$ cat src/rx_meta_consts.svh
`ifndef RX_META_CONSTS_SVH
`define RX_META_CONSTS_SVH

// Packet queue ids and MMIO address decode.
`define FLOW_IDX_WIDTH 6
`define MAX_NB_FLOWS 48
`define QUEUE_ID_LSB 12
`define QUEUE_IDX_WIDTH 8
`define MMIO_ADDR_WIDTH 20
`define MMIO_BE_WIDTH 64
`define REG_BYTES 4

// Queue depths and thresholds.
`define HEAD_UPD_QUEUE_LEN 16
`define HEAD_UPD_MARGIN 4
`define IN_QUEUE_DEPTH 8
`define IN_QUEUE_ALMOST_FULL 5

// Metadata entry is {queue id, size, descriptor_only, needs_dsc}.
`define PKT_SIZE_WIDTH 16
`define META_WIDTH (`FLOW_IDX_WIDTH + `PKT_SIZE_WIDTH + 2)

// Control word 0.
`define DISABLE_BIT 0
`define SW_RESET_BIT 27

// Control word 3.
`define FALLBACK_LSB 0
`define FALLBACK_WIDTH 30
`define ENABLE_RR_BIT 31

`endif

$ cat src/rx_meta_pkg.sv
`default_nettype none

`include "rx_meta_consts.svh"

package rx_meta_pkg;

// Packet queue id.
typedef logic [`FLOW_IDX_WIDTH-1:0] flow_id_t;

// Packet size in bytes.
typedef logic [`PKT_SIZE_WIDTH-1:0] pkt_size_t;

// Statistics counters and queue occupancy.
typedef logic [31:0] counter_t;

// Index of a control word.
typedef logic [1:0] ctrl_addr_t;

endpackage

`default_nettype wire

$ cat src/ctrl_regs.sv
`timescale 1ns/1ps
`default_nettype none

`include "rx_meta_consts.svh"

module ctrl_regs (
    input  wire                     pcie_clk,
    input  wire                     pcie_reset_n,
    input  wire                     ctrl_write,
    input  wire rx_meta_pkg::ctrl_addr_t ctrl_addr,
    input  wire  [31:0]             ctrl_writedata,
    output logic                    disable_pcie,
    output logic                    sw_reset,
    output logic [31:0]             nb_fallback_queues,
    output logic                    enable_rr
);

logic [31:0] ctrl_word_0;
logic [31:0] ctrl_word_3;
logic [31:0] ctrl_word_0_next;
logic        sw_reset_meta;

always_comb begin
    ctrl_word_0_next = ctrl_word_0;
    if (ctrl_write && (ctrl_addr == 2'd0)) begin
        ctrl_word_0_next = ctrl_writedata;
    end
end

// Words 1 and 2 are not implemented here, so writes to them are dropped.
// The reset request is sampled from the next word value so that sw_reset
// follows the write after exactly two flops. Software clears the bit itself.
always_ff @(posedge pcie_clk) begin
    if (!pcie_reset_n) begin
        ctrl_word_0 <= '0;
        ctrl_word_3 <= '0;
        sw_reset_meta <= 1'b0;
        sw_reset <= 1'b0;
    end else begin
        ctrl_word_0 <= ctrl_word_0_next;
        if (ctrl_write && (ctrl_addr == 2'd3)) begin
            ctrl_word_3 <= ctrl_writedata;
        end
        sw_reset_meta <= ctrl_word_0_next[`SW_RESET_BIT];
        sw_reset <= sw_reset_meta;
    end
end

assign disable_pcie = ctrl_word_0[`DISABLE_BIT];
assign nb_fallback_queues = {{(32 - `FALLBACK_WIDTH){1'b0}},
                             ctrl_word_3[`FALLBACK_LSB +: `FALLBACK_WIDTH]};
assign enable_rr = ctrl_word_3[`ENABLE_RR_BIT];

endmodule

`default_nettype wire

$ cat src/head_upd_detect.sv
`timescale 1ns/1ps
`default_nettype none

`include "rx_meta_consts.svh"

module head_upd_detect (
    input  wire                          pcie_clk,
    input  wire                          pcie_reset_n,
    input  wire                          mmio_write,
    input  wire  [`MMIO_ADDR_WIDTH-1:0]  mmio_address,
    input  wire  [`MMIO_BE_WIDTH-1:0]    mmio_byteenable,
    input  wire rx_meta_pkg::counter_t   queue_occupancy,
    output logic                         push,
    output rx_meta_pkg::flow_id_t        push_data,
    output rx_meta_pkg::counter_t        ignored_cnt
);

logic [`QUEUE_IDX_WIDTH-1:0] queue_idx;
logic                        head_upd;
logic                        near_full;

assign queue_idx = mmio_address[`QUEUE_ID_LSB +: `QUEUE_IDX_WIDTH];
assign near_full = queue_occupancy > (`HEAD_UPD_QUEUE_LEN - `HEAD_UPD_MARGIN);

// Head pointer is the second register of the queue page.
always_comb begin
    head_upd = 1'b0;
    if (mmio_write && (queue_idx < `MAX_NB_FLOWS)) begin
        head_upd = mmio_byteenable[`REG_BYTES +: `REG_BYTES] == {`REG_BYTES{1'b1}};
    end
end

always_ff @(posedge pcie_clk) begin
    if (!pcie_reset_n) begin
        push <= 1'b0;
        ignored_cnt <= '0;
    end else begin
        push <= head_upd && !near_full;
        // Too many pending updates, this one is lost.
        if (head_upd && near_full) begin
            ignored_cnt <= ignored_cnt + 1'b1;
        end
    end
end

always_ff @(posedge pcie_clk) begin
    if (head_upd) begin
        push_data <= queue_idx[`FLOW_IDX_WIDTH-1:0];
    end
end

endmodule

`default_nettype wire

$ cat src/meta_merge.sv
`timescale 1ns/1ps
`default_nettype none

`include "rx_meta_consts.svh"

module meta_merge (
    input  wire                         pcie_clk,
    input  wire                         pcie_reset_n,
    input  wire                         sw_reset,
    input  wire                         head_valid,
    input  wire rx_meta_pkg::flow_id_t  head_queue_id,
    output logic                        head_pop,
    input  wire                         in_meta_valid,
    input  wire rx_meta_pkg::flow_id_t  in_meta_queue_id,
    input  wire rx_meta_pkg::pkt_size_t in_meta_size,
    output logic                        in_meta_ready,
    input  wire rx_meta_pkg::counter_t  out_queue_occupancy,
    output logic                        push,
    output logic [`META_WIDTH-1:0]      push_data,
    output rx_meta_pkg::counter_t       head_upd_cnt
);

logic almost_full;
logic merge_head_pkt;
logic meta_accept;

assign almost_full = out_queue_occupancy >= `IN_QUEUE_ALMOST_FULL;

// Head updates win over packet metadata. When both point at the same
// queue they are folded into one entry, saving a slot in the ordering queue.
always_comb begin
    head_pop = 1'b0;
    in_meta_ready = 1'b0;
    merge_head_pkt = 1'b0;

    if (!almost_full) begin
        if (head_valid) begin
            head_pop = 1'b1;
            merge_head_pkt = in_meta_valid && (head_queue_id == in_meta_queue_id);
            in_meta_ready = merge_head_pkt;
        end else begin
            in_meta_ready = in_meta_valid;
        end
    end
end

assign meta_accept = in_meta_valid && in_meta_ready;

always_ff @(posedge pcie_clk) begin
    if (!pcie_reset_n) begin
        push <= 1'b0;
    end else begin
        push <= head_pop || meta_accept;
    end
end

// Metadata entry takes over the head entry on a merge.
always_ff @(posedge pcie_clk) begin
    if (meta_accept) begin
        push_data <= {in_meta_queue_id, in_meta_size, 1'b0, merge_head_pkt};
    end else if (head_pop) begin
        push_data <= {head_queue_id, {`PKT_SIZE_WIDTH{1'b0}}, 1'b1, 1'b0};
    end
end

always_ff @(posedge pcie_clk) begin
    if (!pcie_reset_n || sw_reset) begin
        head_upd_cnt <= '0;
    end else if (head_pop) begin
        head_upd_cnt <= head_upd_cnt + 1'b1;
    end
end

endmodule

`default_nettype wire

$ cat src/rx_meta_top.sv
`timescale 1ns/1ps
`default_nettype none

`include "rx_meta_consts.svh"

module rx_meta_top (
    input  wire                          pcie_clk,
    input  wire                          pcie_reset_n,
    input  wire                          mmio_write,
    input  wire  [`MMIO_ADDR_WIDTH-1:0]  mmio_address,
    input  wire  [`MMIO_BE_WIDTH-1:0]    mmio_byteenable,
    input  wire                          ctrl_write,
    input  wire rx_meta_pkg::ctrl_addr_t ctrl_addr,
    input  wire  [31:0]                  ctrl_writedata,
    input  wire                          in_meta_valid,
    input  wire rx_meta_pkg::flow_id_t   in_meta_queue_id,
    input  wire rx_meta_pkg::pkt_size_t  in_meta_size,
    output logic                         in_meta_ready,
    output logic                         out_meta_valid,
    input  wire                          out_meta_ready,
    output rx_meta_pkg::flow_id_t        out_meta_queue_id,
    output rx_meta_pkg::pkt_size_t       out_meta_size,
    output logic                         out_meta_descriptor_only,
    output logic                         out_meta_needs_dsc,
    output logic                         disable_pcie,
    output logic                         sw_reset,
    output logic [31:0]                  nb_fallback_queues,
    output logic                         enable_rr,
    output rx_meta_pkg::counter_t        rx_ignored_head_cnt,
    output rx_meta_pkg::counter_t        rx_pkt_head_upd_cnt
);

import rx_meta_pkg::*;

logic                    head_push;
flow_id_t                head_push_data;
counter_t                head_occupancy;
logic                    head_pop;
logic                    head_pop_valid;
flow_id_t                head_pop_data;
logic                    in_queue_push;
logic [`META_WIDTH-1:0]  in_queue_push_data;
counter_t                in_queue_occupancy;
logic [`META_WIDTH-1:0]  in_queue_pop_data;

assign {out_meta_queue_id, out_meta_size, out_meta_descriptor_only, out_meta_needs_dsc} =
    in_queue_pop_data;

ctrl_regs ctrl_regs_inst (
    .pcie_clk           (pcie_clk),
    .pcie_reset_n       (pcie_reset_n),
    .ctrl_write         (ctrl_write),
    .ctrl_addr          (ctrl_addr),
    .ctrl_writedata     (ctrl_writedata),
    .disable_pcie       (disable_pcie),
    .sw_reset           (sw_reset),
    .nb_fallback_queues (nb_fallback_queues),
    .enable_rr          (enable_rr)
);

head_upd_detect head_upd_detect_inst (
    .pcie_clk        (pcie_clk),
    .pcie_reset_n    (pcie_reset_n),
    .mmio_write      (mmio_write),
    .mmio_address    (mmio_address),
    .mmio_byteenable (mmio_byteenable),
    .queue_occupancy (head_occupancy),
    .push            (head_push),
    .push_data       (head_push_data),
    .ignored_cnt     (rx_ignored_head_cnt)
);

sync_fifo #(
    .WIDTH (`FLOW_IDX_WIDTH),
    .DEPTH (`HEAD_UPD_QUEUE_LEN)
) head_upd_queue (
    .pcie_clk     (pcie_clk),
    .pcie_reset_n (pcie_reset_n),
    .push         (head_push),
    .push_data    (head_push_data),
    .pop          (head_pop),
    .pop_valid    (head_pop_valid),
    .pop_data     (head_pop_data),
    .occupancy    (head_occupancy)
);

meta_merge meta_merge_inst (
    .pcie_clk            (pcie_clk),
    .pcie_reset_n        (pcie_reset_n),
    .sw_reset            (sw_reset),
    .head_valid          (head_pop_valid),
    .head_queue_id       (head_pop_data),
    .head_pop            (head_pop),
    .in_meta_valid       (in_meta_valid),
    .in_meta_queue_id    (in_meta_queue_id),
    .in_meta_size        (in_meta_size),
    .in_meta_ready       (in_meta_ready),
    .out_queue_occupancy (in_queue_occupancy),
    .push                (in_queue_push),
    .push_data           (in_queue_push_data),
    .head_upd_cnt        (rx_pkt_head_upd_cnt)
);

// Output handshake maps straight onto the queue, which only pops when valid.
sync_fifo #(
    .WIDTH (`META_WIDTH),
    .DEPTH (`IN_QUEUE_DEPTH)
) in_queue (
    .pcie_clk     (pcie_clk),
    .pcie_reset_n (pcie_reset_n),
    .push         (in_queue_push),
    .push_data    (in_queue_push_data),
    .pop          (out_meta_ready),
    .pop_valid    (out_meta_valid),
    .pop_data     (in_queue_pop_data),
    .occupancy    (in_queue_occupancy)
);

endmodule

`default_nettype wire

$ cat src/sync_fifo.sv
`timescale 1ns/1ps
`default_nettype none

module sync_fifo #(
    parameter int WIDTH = 8,
    parameter int DEPTH = 8
) (
    input  wire                   pcie_clk,
    input  wire                   pcie_reset_n,
    input  wire                   push,
    input  wire  [WIDTH-1:0]      push_data,
    input  wire                   pop,
    output logic                  pop_valid,
    output logic [WIDTH-1:0]      pop_data,
    output rx_meta_pkg::counter_t occupancy
);

import rx_meta_pkg::*;

localparam int PTR_WIDTH = (DEPTH > 1) ? $clog2(DEPTH) : 1;

logic [WIDTH-1:0]     mem [DEPTH];
logic [PTR_WIDTH-1:0] wr_ptr;
logic [PTR_WIDTH-1:0] rd_ptr;
counter_t             count;
logic                 wr_en;
logic                 rd_en;

assign pop_valid = (count != '0);
assign pop_data = mem[rd_ptr];
assign occupancy = count;

// A push into a full buffer is dropped, producers watch the occupancy.
assign wr_en = push && (count != counter_t'(DEPTH));
assign rd_en = pop && pop_valid;

always_ff @(posedge pcie_clk) begin
    if (wr_en) begin
        mem[wr_ptr] <= push_data;
    end
end

always_ff @(posedge pcie_clk) begin
    if (!pcie_reset_n) begin
        wr_ptr <= '0;
        rd_ptr <= '0;
        count <= '0;
    end else begin
        if (wr_en) begin
            wr_ptr <= (wr_ptr == PTR_WIDTH'(DEPTH - 1)) ? '0 : wr_ptr + 1'b1;
        end
        if (rd_en) begin
            rd_ptr <= (rd_ptr == PTR_WIDTH'(DEPTH - 1)) ? '0 : rd_ptr + 1'b1;
        end
        case ({wr_en, rd_en})
            2'b10: count <= count + 1'b1;
            2'b01: count <= count - 1'b1;
            default: count <= count;
        endcase
    end
end

endmodule

`default_nettype wire

$ cat config.mk
export PLATFORM = sky130hd
export DESIGN_NAME = rx_meta_top
export DESIGN_NICKNAME = d
export VERILOG_FILES = /design/src/rx_meta_pkg.sv /design/src/ctrl_regs.sv /design/src/head_upd_detect.sv /design/src/meta_merge.sv /design/src/rx_meta_top.sv /design/src/sync_fifo.sv
export VERILOG_INCLUDE_DIRS = /design/src
export SDC_FILE = /design/constraint.sdc
export NUM_CORES = 1
export LEC_CHECK = 0
export ABC_AREA = 1
export BUFFER_PORTS_ARGS = -buffer_cell sky130_fd_sc_hd__buf_2
export CORE_MARGIN = 5
export CORE_UTILIZATION = 30
export DETAILED_ROUTE_END_ITERATION = 7
export GPL_TIMING_DRIVEN = 1
export PLACE_DENSITY_LB_ADDON = 0.05
export SKIP_LAST_GASP = 1
export SYNTH_ARGS = -nofsm -noshare
export SYNTH_HDL_FRONTEND = slang
export SYNTH_SLANG_ARGS = --single-unit
$ cat constraint.sdc
create_clock -name pcie_clk -period 6.5 [get_ports pcie_clk]
set_input_delay 1.3 -clock pcie_clk [delete_from_list [all_inputs] [get_ports pcie_clk]]
set_output_delay 1.3 -clock pcie_clk [all_outputs]
set_load 0.005 [all_outputs]
# == Yosys cells after proc, flatten, opt, wreduce, memory -nomap -nowiden ==
# Memories as Yosys holds them, arrays and structs flattened. A register that Yosys moved wholly into a read port is not among the register bits.
# Cells that the tools add are included.
# classes
n_addsub,10
n_lt_le_gt_ge,3
n_eq_ne,13
mux,24
reduce_logical,21
# ops
op,n
"32-bit by 1-bit adder with 32-bit output, second input constant",4
32-bit case mux with 2 select lines,2
32-bit nonzero test,2
"32-bit by 1-bit subtractor with 32-bit output, second input constant",2
24-bit 2-to-1 mux,2
"32-bit by 3-bit >= comparator with 1-bit output, second input constant",1
"32-bit by 4-bit > comparator with 1-bit output, second input constant",1
"32-bit by 4-bit != test with 1-bit output, second input constant",1
"32-bit by 5-bit != test with 1-bit output, second input constant",1
28-bit 2-to-1 mux,1
4-bit 2-to-1 mux,4
"4-bit equality test, second input constant",3
3-bit 2-to-1 mux,4
1-bit logical AND,11
1-bit 2-to-1 mux,11
"4-bit by 1-bit adder with 4-bit output, second input constant",2
"8-bit by 6-bit less-than comparator with 1-bit output, second input constant",1
"3-bit by 1-bit adder with 3-bit output, second input constant",2
"2-bit equality test, second input constant",3
"3-bit equality test, second input constant",2
6-bit equality test,1
2-bit nonzero test,3
"2-bit by 1-bit equality test with 1-bit output, second input constant",2
1-bit zero test,2
other kinds (2),3
# totals
register_bits,235
ram_bits,288
inputBits,146
output_inout_bits,125
elab_cells,90
memories,2
# memory_table
name,words,width,read_ports,rd_clocked_by_memory_dff,wr,line_no,text
in_queue.mem,8,24,1,1,1,sync_fifo.sv:22,logic [WIDTH-1:0] mem [DEPTH];
head_upd_queue.mem,16,6,1,1,1,sync_fifo.sv:22,

# == Longest topological paths before layout ==
# Gate-level depths: netlist of run 1.
# logic_depth
depth_word,6
mapped_depth,27
depth_no_buf,26

# == Hierarchy ==
# Synthesis of run 1 repeated with hierarchy kept, for this count alone.
# unflattened
hier_cells,3482
area_unflattened_um2,27156.0
# by_module_without_submodules
module,instances,cells_per_inst,area_per_inst_um2,seq_area_each_um2
sync_fifo (in_queue),1,1294,11579.9,6586.3
sync_fifo (head_upd_queue),1,1041,8121.5,3763.6
meta_merge,1,485,3335.7,1371.3
head_upd_detect,1,446,2698.8,840.8
ctrl_regs,1,216,1420.1,680.7

# == Worst setup path before layout of run 1 ==
# No wires, ideal clock.
# synth_timing
path_type,flip-flop to flip-flop
start,"reg in_queue.count[4], in the netlist in_queue.occupancy[4]"
end,"reg head_upd_queue.count[22], in the netlist head_upd_queue.occupancy[22]"
setup_time_ns,0.115
arrival_time_ns,4.077
required_ns,6.385
slack_ns,2.307
stages_incl_launch_ff,24
path_buffers,2
period_less_slack_ns,4.193
path_cell_list,dfxtp_1 > nor4_1 > nand2_1 > nor3_4 > nand2_2 > inv_2 > buf_4 > buf_6 > ha_1 > ha_1 > a21oi_1 > nand2_1 > a21boi_0 > inv_1 > nand2_1 > nand2_1 > nand2_1 > nand2_1 > nand2_1 > nand2_1 > nand2_1 > nand2_1 > o21ai_0 > inv_1
# synth_between
elab_chain_cells,5
word_cells_on_any_way,7
classes_between,order compare: 1; eq/ne: 2; mux: 2; reduce/logical: 2
# synth_lines
item,line_no,text
"start, declared",sync_fifo.sv:25,counter_t count;
"start signal, assigned",sync_fifo.sv:56,2'b10: count <= count + 1'b1;
"start signal, assigned",sync_fifo.sv:57,2'b01: count <= count - 1'b1;
"start signal, assigned",sync_fifo.sv:58,default: count <= count;
32-bit by 3-bit >= comparator with 1-bit output (no line) (*),--,
1-bit 2-to-1 mux (*),meta_merge.sv:36,if (!almost_full) begin
1-bit logical AND (*),sync_fifo.sv:35,assign rd_en = pop && pop_valid;
2-bit by 1-bit equality test with 1-bit output or 2-bit equality test (tied branches),sync_fifo.sv:55,"case ({wr_en, rd_en})"
32-bit case mux with 2 select lines or 2-bit nonzero test (tied branches),--,
"end signal, assigned",sync_fifo.sv:56,
"end signal, assigned",sync_fifo.sv:57,
"end signal, assigned",sync_fifo.sv:58,
"end, declared",sync_fifo.sv:25,
# Mark *: on every way between the ends. The rest lies on a longest branch, timed or not.
# A chain may end at the register's enable or synchronous reset.

==> results.rst, run 1 <==
.. list-table::
   :header-rows: 1

   * - Metric
     - Value
   * - Outcome
     - complete, no violations
   * - Biggest area consumer among synthesized cells
     - edfxtp_1
   * - Routed wire length per instance
     - approximately 17 um
   * - CTS hold repair buffers
     - 0
   * - Overall die width
     - between 200 and 300 um
   * - Detailed Route WL
     - ~70000 um
   * - Largest net degree at the start of global routing
     - 63
   * - Remaining DRCs
     - 0
   * - Count of final setup violators
     - 0
   * - Sequential share of power
     - 46.4%
   * - Effective utilization at floorplan
     - 30.20%
   * - CTS tree
     - done
   * - Number of levels in the clock H-tree
     - 2
   * - Most area-consuming cells after synthesis
     - edfxtp_1 (38%), dfxtp_1 (15%), nand2_1 (8.2%)
   * - # IOs
     - 271
   * - Number of antenna violations at the first check in global routing
     - 1
   * - Post-synthesis area per instance
     - 8.537 um^2
   * - Top layer in use
     - met4
   * - Commonest register cell after synthesis
     - edfxtp_1
   * - I/O Buffers
     - about 200
   * - Vias in the first global route
     - around 20000
   * - Leakage power summed over all cells
     - between 10 and 15 nW
   * - Clock transition at the register clock pins on the worst setup and hold paths after CTS
     - 0.05 ns
   * - Critical path fanouts, max
     - 48
   * - Critical Path Source Type
     - register
   * - Number of buffers on the longest clock path
     - 3
   * - Combined area of the multi-input logic cells
     - about 10000 um^2
   * - Post-CTS setup buffer count
     - 0
   * - Clock sinks
     - 503
   * - Worst hold-check path type
     - register to register
   * - Max Clock Freq
     - around 210 MHz
   * - Part of the total power dissipated in combinational logic
     - approximately 8.3%
   * - Iteration-0 DRC count of the detailed router
     - roughly 1000
   * - Core ar.
     - roughly 82000 um^2
   * - Global routing usage summed across all routing layers
     - between 10% and 20%
   * - Critical path start-end classification
     - register to output pin
   * - Area share of the largest cell type after synthesis
     - 38.45%
   * - Final Hold Viols
     - 0
   * - Required time at the worst-slack endpoint
     - between 5 and 6 ns
   * - Net Switching
     - approximately 1.8 mW
   * - Detailed route wirelength on metal3
     - around 3000 um
   * - Drt first pass iters
     - 6
   * - Max VDD drop
     - 0.2282 mV
   * - RSZ-0062 raised after global routing
     - false
   * - Post-detailed-placement half-perimeter wirelength
     - around 48000 um
   * - Skew-Pair Late Insertion Delay
     - between 0.6 and 0.7 ns
   * - Total area of sequential cells
     - approximately 13000 um^2
   * - Worst clock skew
     - between 0.08 and 0.09 ns
   * - Max-cap check violation count
     - 0
   * - Fraction of registers with async set/reset
     - 0%
   * - Kind of end point of the critical path
     - output pin
   * - Clock group share of total power
     - roughly 45%
   * - Switching share of power
     - 24.39%
   * - Antenna-violating nets left
     - 0
   * - Height of the die
     - approximately 300 um
   * - Sequential share of the synthesized area
     - between 50 and 60%
   * - Vias post-DR
     - slightly below 20000
   * - Detail-routed via count per cell
     - about 4.7
   * - Remaining global-route overflow
     - 0
   * - Clock Tree Root
     - clkbuf_16
   * - Gpl congestion
     - between 0.8 and 0.9
   * - Area growth from synthesis to layout
     - 16.50%
   * - Dpl cell area
     - around 27000 um^2
   * - Data arrival time at the worst-slack endpoint
     - 3.43 ns
   * - Wire length on met2
     - roughly 34000 um
   * - Area of all placed cells without fillers
     - between 20000 and 30000 um^2
   * - Utilization after layout
     - between 30% and 40%
   * - Synth unique cells
     - 46
   * - Synthesized flop and latch total
     - ~500
   * - Power density of the placed cells
     - around 260 nW/um^2
   * - Share of the clock period used by the worst path
     - between 70 and 80%
   * - Slew headroom
     - roughly a quarter
   * - P_int
     - around 5.6 mW
   * - Netlist Area Pre-Place
     - around 25000 um^2
   * - Final net count
     - between 3000 and 4000
   * - Std cell rows
     - 105
   * - WL met1
     - between 30000 and 40000 um
   * - Global-route wire length before repair
     - 113200 um
   * - Yosys warning count
     - 0
   * - Die outline area
     - a little under 90000 um^2
   * - Count of flip-flops with a built-in enable after synthesis
     - approximately 320
   * - Worst slew pin tran
     - between 1 and 1.5 ns
   * - Number of fill cells in the layout
     - approximately 8600
   * - Number of max-slew violations in the final report
     - 0
   * - Post-Syn Instances
     - 2900
   * - Final TNS setup
     - 0 ns
   * - Number of clock buffers inserted by TritonCTS
     - 60
   * - Period minus WS final
     - 4.728 ns
   * - Proportion of layout cells with a drive suffix above 1
     - a little over a tenth
   * - CTS-repair resized insts
     - 0
## worst max-delay path, cell delays in order (launching register included)
cell,delay [ns]
dfxtp_1,0.31
inv_2,0.66
nand2_1,0.10
nand2_1,0.10
nand2_1,0.05
nand3_1,0.15
nand3_1,0.19
nand2_1,0.14
nand2_1,0.06
nand2_1,0.07
nand3_1,0.13
o21bai_4,0.29
nand2_4,0.28
inv_1,0.12
buf_2,0.12
## placed cells by master (no fill, tap or decap), types with 65 or more instances in the layout
master / synthesis / final
a21oi_1: 209 / 209
buf_2: 9 / 195
dfxtp_1: 186 / 184
edfxtp_1: 317 / 317
ha_1: 73 / 73
inv_1: 324 / 321
nand2_1: 543 / 543
nand3_1: 155 / 154
nor2_1: 434 / 426
o21ai_0: 245 / 245
xor2_1: 65 / 65
## metrics by stage
step | power [mW] | hold slack [ns] | std cells | setup WS [ns]
6_report | 7.392 | 0.4266 | 4197 | 1.772
4_1_cts | 7.536 | 0.4286 | 4196 | 1.611
5_1_grt | 7.745 | 0.4412 | 4196 | 1.208
3_3_place_gp | 4.120 | 0.4199 | 4083 | 1.734
2_1_floorplan | 3.908 | 0.4075 | 2901 | 2.307
3_5_place_dp | 4.122 | 0.4209 | 4083 | 1.798
## power groups by stage
stage | combinational, mW | sequential [mW] | clock (mW)
detailed placement | 0.625 | 3.50 | 0
CTS | 0.627 | 3.43 | 3.48
floorplan | 0.419 | 3.49 | 0
global route | 0.707 | 3.43 | 3.61
finish | 0.616 | 3.43 | 3.35
global placement | 0.625 | 3.50 | 0
## path summary, 6_finish.rpt
path | start | end | slack, ns | depth (start not counted)
min reg2reg | ctrl_regs_inst.sw_reset_meta | ctrl_regs_inst.sw_reset | 0.43 | 2
min | ctrl_regs_inst.sw_reset_meta | ctrl_regs_inst.sw_reset | 0.43 | 2
max reg2reg | in_queue.occupancy[31] | head_upd_queue.occupancy[28] | 1.85 | 22
max | register | in_meta_ready | 1.77 | 14
## cell type report
class | count | area share [%]
Timing Repair Buffer | 216 | 3.930
Clock buffer | 90 | 6.052
Inverter | 328 | 4.269
Clock inverter | 23 | 0.8937
Tap cell | 1070 | 4.642
Sequential cell | 503 | 45.93
Multi-Input combinational cell | 1966 | 34.27
Antenna cell | 1 | 0.008676
## layer usage
metal  vias up  global-route usage [%]
li1      10070                       -
met1      9109                   20.67
met2       300                   27.36
met3        98                   2.985
met4         0                   3.915
met5         -                       0
## synth_stat cells (9+ instances only)
cell	count
nand2_1	543
nor2_1	434
inv_1	324
edfxtp_1	317
o21ai_0	245
a21oi_1	209
dfxtp_1	186
nand3_1	155
clkbuf_1	76
ha_1	73
xor2_1	65
nor3_1	42
a31oi_1	29
nand4_1	25
o22ai_1	24
xnor2_1	23
nor4_1	19
a21o_1	12
buf_2	9
o21bai_1	9
## sequential cells by signal (all words and copies together) (netlist names), named ones only
name / cells
head_upd_detect_inst.push_data: 6
meta_merge_inst.head_upd_cnt: 32
ctrl_regs_inst.sw_reset_meta: 1
head_upd_queue.occupancy: 32
head_upd_queue.wr_ptr: 4
head_upd_queue.mem: 96
ctrl_regs_inst.ctrl_word_0: 1
meta_merge_inst.push: 1
head_upd_detect_inst.ignored_cnt: 32
in_queue.wr_ptr: 3
ctrl_regs_inst.ctrl_word_3: 31
head_upd_detect_inst.push: 1
ctrl_regs_inst.sw_reset: 1
in_queue.rd_ptr: 3
meta_merge_inst.push_data: 24
head_upd_queue.rd_ptr: 4
in_queue.occupancy: 32
in_queue.mem: 192
## cell families after synthesis
kind of cell             after synthesis  share of synthesized area (%)
other                                  1                        0.01515
buffers and inverters                432                          6.823
AO/OA/AOI/OAI                        554                          11.97
XOR/XNOR                              88                          3.113
flip-flops                           503                          53.49
adder cells (fa/ha/maj)               75                          3.851
AND/OR/NAND/NOR                     1247                          20.74
(Power assumes the default switching activity.)
==> run 2, diff against run 1 <==
- clock period: 6.5 -> 4.1 ns (I/O delays scaled with it)
==> run 2 against run 1 <==
Net effect: clock power rose by 69%; routed wire length rose by 0.19%; sequential share of layout area fell by 0.84 points; global-route usage barely moved; register-to-register slack got worse by 1.5 ns; highest routed layer unchanged.
==> results.rst, run 2 (synthesis results as in run 1) <==
.. list-table::
   :header-rows: 1

   * - Metric
     - Value
   * - Data arrival time at the worst-slack endpoint
     - 2.95 ns (-0.48 ns)
   * - CTS hold repair buffers
     - 0 (unchanged)
   * - Period minus WS final
     - between 3 and 4 ns
   * - Reg-to-reg setup timing slack
     - 0.34 ns (-1.51 ns)
   * - Origin of the critical flop-to-flop path
     - head_upd_queue.occupancy[20]
   * - Effective utilization at floorplan
     - 30.20% (unchanged)
   * - Antenna-violating nets left
     - 0 (unchanged)
   * - Flip-flop count of the largest register, all copies and words added
     - 192 (unchanged)
   * - Slew headroom
     - 28.03% (+1.3 points)
   * - Die outline area
     - 88370 um^2 (unchanged)
   * - Combined area of the multi-input logic cells
     - 9903 um^2 (+0.19%)
   * - Reg2Reg Depth
     - 22 (unchanged)
   * - Core ar.
     - 81980 um^2 (unchanged)
   * - Overall die width
     - 297.3 um (unchanged)
   * - Number of buffers on the longest clock path
     - 3 (unchanged)
   * - Std cell rows
     - 105 (unchanged)
   * - Kind of end point of the critical path
     - output pin
   * - CTS tree
     - done
   * - Number of diodes added for antenna fixing
     - 0 (-1)
   * - Gpl congestion
     - 0.8500 (+0.25%)
   * - Number of antenna violations at the first check in global routing
     - 0 (-1)
   * - Most frequent cells in the layout
     - nand2_1 (543), nor2_1 (424), inv_1 (321)
   * - Worst slew pin tran
     - 1.080 ns (-0.01695 ns)
   * - Remaining DRCs
     - 0 (unchanged)
   * - Max-cap check violation count
     - 0 (unchanged)
   * - Utilization after layout
     - 35.84% (+0.66 points)
   * - # IOs
     - 271 (unchanged)
   * - Number of fill cells in the layout
     - 8519 (-0.48%)
   * - Number of levels in the clock H-tree
     - 2 (unchanged)
   * - Max Clock Freq
     - ~260 MHz
   * - Routed wire length per instance
     - 16.95 um (-0.81%)
   * - Critical path fanouts, max
     - 51 (+6.3%)
   * - Leakage power summed over all cells
     - 12.20 nW (+2.3%)
   * - Clock group share of total power
     - 46.7% (+1.4 points)
   * - Detail-routed via count per cell
     - 4.671 (+0.14%)
   * - Vias in the first global route
     - 19780 (+0.60%)
   * - Hold WS
     - 0.3682 ns (-0.05845 ns)
   * - Worst Min Path Start
     - mmio_address[12]
   * - Clock Tree Root
     - clkbuf_16
   * - Number of max-slew violations in the final report
     - 0 (unchanged)
   * - Leading cell type in the layout, fill and taps excluded
     - nand2_1
   * - Clock sinks
     - 503 (unchanged)
   * - Total area of sequential cells
     - 13250 um^2 (unchanged)
   * - Post-CTS setup buffer count
     - 0 (unchanged)
   * - Part of the total power dissipated in combinational logic
     - 8.4% (about the same)
   * - Skew-Pair Late Insertion Delay
     - 0.65 ns (-0.02 ns)
   * - Drt first pass iters
     - 5 (-1)
   * - Post-detailed-placement half-perimeter wirelength
     - 49470 um (+4.1%)
   * - WHS Endpoint
     - head_upd_detect_inst.push_data[0]
   * - Area growth from synthesis to layout
     - 18.67%
   * - Worst R2R End
     - head_upd_queue.occupancy[29]
   * - RSZ-0062 raised after global routing
     - true
   * - Outcome
     - complete, no violations
   * - Critical Path Source Type
     - register
   * - Largest registers ranked by flip-flop count
     - in_queue.mem: 192 flops, head_upd_queue.mem: 96 flops
   * - Global-route wire length before repair
     - 113900 um (+0.62%)
   * - Global routing usage summed across all routing layers
     - 15.88% (about the same)
   * - Number of instances on the worst hold path
     - 1 (-1)
   * - Sequential share of power
     - 45.0% (-1.4 points)
   * - Most flop-heavy register
     - in_queue.mem
   * - Height of the die
     - 297.3 um (unchanged)
   * - Iteration-0 DRC count of the detailed router
     - 1000 (-0.89%)
   * - Detailed Route WL
     - 71860 um (+0.19%)
   * - Net Switching
     - 2.903 mW (+61%)
   * - Required time at the worst-slack endpoint
     - 3.28 ns (-1.92 ns)
   * - Max VDD drop
     - 0.3007 mV (+32%)
   * - Remaining global-route overflow
     - 0 (unchanged)
   * - Final TNS setup
     - 0 ns (unchanged)
   * - Worst clock skew
     - 0.05932 ns (-0.02835 ns)
   * - Share of the clock period used by the worst path
     - between 90% and 100%
   * - Power density of the placed cells
     - 412.4 nW/um^2 (+61%)
   * - Count of final setup violators
     - 0 (unchanged)
   * - Number of clock buffers inserted by TritonCTS
     - 60 (unchanged)
   * - Clock transition at the register clock pins on the worst setup and hold paths after CTS
     - 0.06 ns (about the same)
   * - P_int
     - 9.214 mW (+65%)
   * - Proportion of layout cells with a drive suffix above 1
     - 12.21% (+1.5 points)
   * - Vias post-DR
     - 19800 (+1.1%)
   * - Switching share of power
     - 23.96% (-0.43 points)
   * - CTS-repair resized insts
     - 0 (unchanged)
   * - Worst hold-check path type
     - input pin to register
   * - I/O Buffers
     - 195 (unchanged)
   * - Final Hold Viols
     - 0 (unchanged)
   * - Largest net degree at the start of global routing
     - 86 (+37%)
   * - Final net count
     - 3338 (+1.3%)
   * - Critical path start-end classification
     - register to output pin
==> run 2: cell types whose count changed in the layout (fill, tap and decap cells not counted), sizes merged <==
cell and delta:
clkinv +1, bufinv +7, clkinvlp +5, clkbuf -12, diode -1, buf +42
==> run 2: stage by stage <==
| step | worst slack, ns | total power, mW | std cells | cell area [um^2] |
|---|---|---|---|---|
| final | 0.3256 | 12.12 | 4239 | 29380 |
| after global routing | -0.003150 | 12.68 | 4239 | 29380 |
| after CTS | 0.1036 | 12.33 | 4239 | 29360 |
| after detailed placement | 0.1423 | 6.584 | 4125 | 27230 |
| after global placement | 0.1922 | 6.583 | 4125 | 27230 |
| after floorplan | 0.2106 | 6.196 | 2901 | 24760 |
==> run 2: area by class of cell <==
type                    count  area share, %
clock buffers              78          5.545
clock inverters            36          1.695
flip-flops and latches    503          45.09
inverters                 328          4.203
repair buffers            258          5.200
multi-input cells        1966          33.71
well taps                1070          4.557
==> run 2: how the worst max path moves through the flow <==
| stage | slack (ns) | cells after the start | end | start |
|---|---|---|---|---|
| 6_report | 0.33 | 6 | out_meta_size[1] | register |
| 5_1_grt | -0.003 | 22 | head_upd_queue.occupancy[29] | head_upd_queue.occupancy[20] |
| 4_1_cts | 0.10 | 20 | in_queue.occupancy[28] | in_queue.occupancy[28] |
| 3_5_place_dp | 0.14 | 20 | in_queue.occupancy[28] | in_queue.occupancy[28] |
| 3_3_place_gp | 0.19 | 21 | in_queue.occupancy[28] | in_queue.occupancy[24] |
| 2_1_floorplan | 0.21 | 23 | head_upd_queue.occupancy[22] | in_queue.occupancy[4] |
==> run 2: power groups by stage <==
stage / logic (mW) / clock network, mW / registers (mW)
after floorplan: 0.664 / 0 / 5.53
after global placement: 1.03 / 0 / 5.56
after detailed placement: 1.03 / 0 / 5.56
after CTS: 1.03 / 5.85 / 5.45
after global routing: 1.16 / 6.06 / 5.46
final: 1.01 / 5.65 / 5.45
==> run 2: routing by layer <==
| metal | part of all wire, % | vias to the layer above | wire [um] | global-route usage (%) |
|---|---|---|---|---|
| li1 | - | 10150 | - | - |
| met1 | 46 | 9262 | 32950 | 20.94 |
| met2 | 48 | 302 | 34560 | 27.54 |
| met3 | 4.0 | 89 | 2896 | 2.649 |
| met4 | 2.0 | 0 | 1462 | 3.489 |
| met5 | 0 | - | 0 | 0 |
==> run 2: critical path, cell delays in order, from the launching register on <==
cell and delay, ns:
dfxtp_4 0.73, buf_4 0.59, o21ai_0 0.18, o22ai_1 0.19
nor2_1 0.06, a31oi_1 0.36, buf_2 0.19
==> run 3, diff against run 2 <==
- PLACE_DENSITY_LB_ADDON: 0.05 -> 0.08
==> run 3 against run 2 <==
Net effect: register-to-register slack gained 0.06 ns; non-clock buffer count is 4 lower; via count rose by 0.61%; count of clock-buffer cells in the layout increased by 14; die area stayed put; combinational power about the same; largest power group is now registers; highest routed layer unchanged.
==> results.rst, run 3 (synthesis results as in run 1) <==
.. list-table::
   :header-rows: 1

   * - Metric
     - Value
   * - Max VDD drop
     - 0.2610 mV (-13%)
   * - Outcome
     - complete, no violations
   * - Part of the total power dissipated in combinational logic
     - 8.6% (+0.2 points)
   * - Required time at the worst-slack endpoint
     - 3.28 ns (about the same)
   * - Net Switching
     - 2.885 mW (-0.59%)
   * - Max-cap check violation count
     - 0 (unchanged)
   * - Count of final setup violators
     - 0 (unchanged)
   * - Skew-Pair Late Insertion Delay
     - 0.64 ns (about the same)
   * - Clock Tree Root
     - clkbuf_16
   * - Most flop-heavy register
     - in_queue.mem
   * - Post-CTS setup buffer count
     - 0 (unchanged)
   * - # IOs
     - 271 (unchanged)
   * - Leading cell type in the layout, fill and taps excluded
     - nand2_1
   * - Die outline area
     - 88370 um^2 (unchanged)
   * - Design Power
     - 11.70 mW (-3.4%)
   * - Overall die width
     - 297.3 um (unchanged)
   * - Height of the die
     - 297.3 um (unchanged)
   * - Gpl congestion
     - 0.8742 (+2.8%)
   * - Number of antenna violations at the first check in global routing
     - 1 (+1)
   * - Clock transition at the register clock pins on the worst setup and hold paths after CTS
     - 0.06 ns (about the same)
   * - Area growth from synthesis to layout
     - 17.71%
   * - Switching share of power
     - 24.66% (+0.71 points)
   * - Number of buffers on the longest clock path
     - 3 (unchanged)
   * - Sequential share of power
     - 46.6% (+1.6 points)
   * - Clock group share of total power
     - 44.8% (-1.9 points)
   * - Proportion of layout cells with a drive suffix above 1
     - 12.11% (-0.10 points)
   * - Worst slew pin tran
     - 1.078 ns (-0.001349 ns)
   * - Number of instances on the worst hold path
     - 1 (unchanged)
   * - Final TNS setup
     - 0 ns (unchanged)
   * - Number of fill cells in the layout
     - 8501 (-0.21%)
   * - Number of levels in the clock H-tree
     - 2 (unchanged)
   * - Worst hold-check path type
     - input pin to register
   * - Iteration-0 DRC count of the detailed router
     - 987 (-1.3%)
   * - Routed wire length per instance
     - 16.87 um (-0.49%)
   * - Vias in the first global route
     - 19660 (-0.61%)
   * - CTS-repair resized insts
     - 0 (unchanged)
   * - Number of clock buffers inserted by TritonCTS
     - 59 (-1.7%)
   * - Max Clock Freq
     - 263.9 MHz (-0.41%)
   * - Post-detailed-placement half-perimeter wirelength
     - 48050 um (-2.9%)
   * - Remaining DRCs
     - 0 (unchanged)
   * - Largest registers ranked by flip-flop count
     - in_queue.mem: 192 flops, head_upd_queue.mem: 96 flops
   * - Final net count
     - 3333 (-0.15%)
   * - RSZ-0062 raised after global routing
     - false
   * - Clock sinks
     - 503 (unchanged)
   * - Hold WS
     - 0.3931 ns (+0.02497 ns)
   * - Largest net degree at the start of global routing
     - 86 (unchanged)
   * - Core ar.
     - 81980 um^2 (unchanged)
   * - Share of the clock period used by the worst path
     - 92.44% (+0.38 points)
   * - Detail-routed via count per cell
     - 4.705 (+0.73%)
   * - Reg-to-reg setup timing slack
     - 0.40 ns (+0.06 ns)
   * - Slew headroom
     - 28.12% (+0.090 points)
   * - Critical path fanouts, max
     - 25 (-51%)
   * - I/O Buffers
     - 195 (unchanged)
   * - Vias post-DR
     - 19920 (+0.61%)
   * - Drt first pass iters
     - 5 (unchanged)
   * - Critical Path Source Type
     - register
   * - Period minus WS final
     - 3.790 ns (+0.01552 ns)
   * - CTS hold repair buffers
     - 0 (unchanged)
   * - Utilization after layout
     - 35.55% (-0.29 points)
   * - Power density of the placed cells
     - 401.4 nW/um^2 (-2.7%)
   * - Detailed Route WL
     - 71430 um (-0.60%)
   * - Kind of end point of the critical path
     - output pin
   * - Most frequent cells in the layout
     - nand2_1 (542), nor2_1 (425), inv_1 (321)
   * - Antenna-violating nets left
     - 0 (unchanged)
   * - Leakage power summed over all cells
     - 12.10 nW (-0.81%)
   * - Global-route wire length before repair
     - 112900 um (-0.93%)
   * - Dpl cell area
     - 27140 um^2 (-0.36%)
   * - Worst clock skew
     - 0.04572 ns (-0.01360 ns)
   * - P_int
     - 8.814 mW (-4.3%)
   * - Reg2Reg Depth
     - 22 (unchanged)
   * - CTS tree
     - done
   * - Final Hold Viols
     - 0 (unchanged)
   * - Number of max-slew violations in the final report
     - 0 (unchanged)
   * - Critical path start-end classification
     - register to output pin
   * - Flip-flop count of the largest register, all copies and words added
     - 192 (unchanged)
   * - Effective utilization at floorplan
     - 30.20% (unchanged)
   * - Data arrival time at the worst-slack endpoint
     - 2.97 ns (+0.02 ns)
   * - Area of all placed cells without fillers
     - 29140 um^2 (-0.81%)
   * - Remaining global-route overflow
     - 0 (unchanged)
   * - Std cell rows
     - 105 (unchanged)
   * - Global routing usage summed across all routing layers
     - 15.73% (-0.16 points)
[run 3: layout make-up]
class	count	area, um^2	area share (%)
Antenna cell	1	2.502	0.008587
Clock buffer	92	1730	5.938
Clock inverter	20	250.2	0.8587
Inverter	328	1235	4.238
Multi-Input combinational cell	1966	9877	33.89
Sequential cell	503	13250	45.46
Tap cell	1070	1339	4.594
Timing Repair Buffer	254	1460	5.011
[run 3: power by group through the flow]
| stage | Combinational (mW) | Sequential, mW | Clock (mW) |
|---|---|---|---|
| after global routing | 1.14 | 5.45 | 5.69 |
| final | 1.01 | 5.45 | 5.25 |
| after floorplan | 0.664 | 5.53 | 0 |
| after CTS | 1.02 | 5.45 | 5.47 |
| after detailed placement | 1.01 | 5.56 | 0 |
| after global placement | 1.01 | 5.55 | 0 |
[run 3: worst paths after layout]
check / startpoint / endpoint
worst max-delay path: register / in_meta_ready
worst min register to register: ctrl_regs_inst.sw_reset_meta / ctrl_regs_inst.sw_reset
worst min-delay path: mmio_address[13] / head_upd_detect_inst.push_data[1]
worst max register to register: head_upd_queue.occupancy[30] / head_upd_queue.occupancy[31]
[run 3: per-layer routing]
layer / GRT usage [%] / up-vias / part of all wire [%]
met3: 2.547 / 113 / 3.8
met4: 4.094 / 0 / 2.4
li1: - / 10130 / -
met1: 20.84 / 9353 / 47
met5: 0 / - / 0
met2: 26.89 / 322 / 47
[run 3: through the flow]
stage,setup slack [ns],std cells
after floorplan,0.2106,2901
after global placement,0.1118,4121
after detailed placement,0.1914,4121
after CTS,0.05552,4233
after global routing,0.02153,4233
final,0.3101,4234
[run 3: worst max-delay path, cell delays in order (launching register included)]
cell	delay, ns
dfxtp_1	0.34
inv_4	0.23
buf_4	0.34
nand2_1	0.08
nand2_1	0.07
nand2_1	0.05
nand3_1	0.12
nand3_1	0.18
nand3_1	0.13
nand2_1	0.06
nor2_1	0.08
nand2_1	0.10
o21bai_4	0.26
nand2_4	0.12
inv_1	0.06
buf_2	0.10
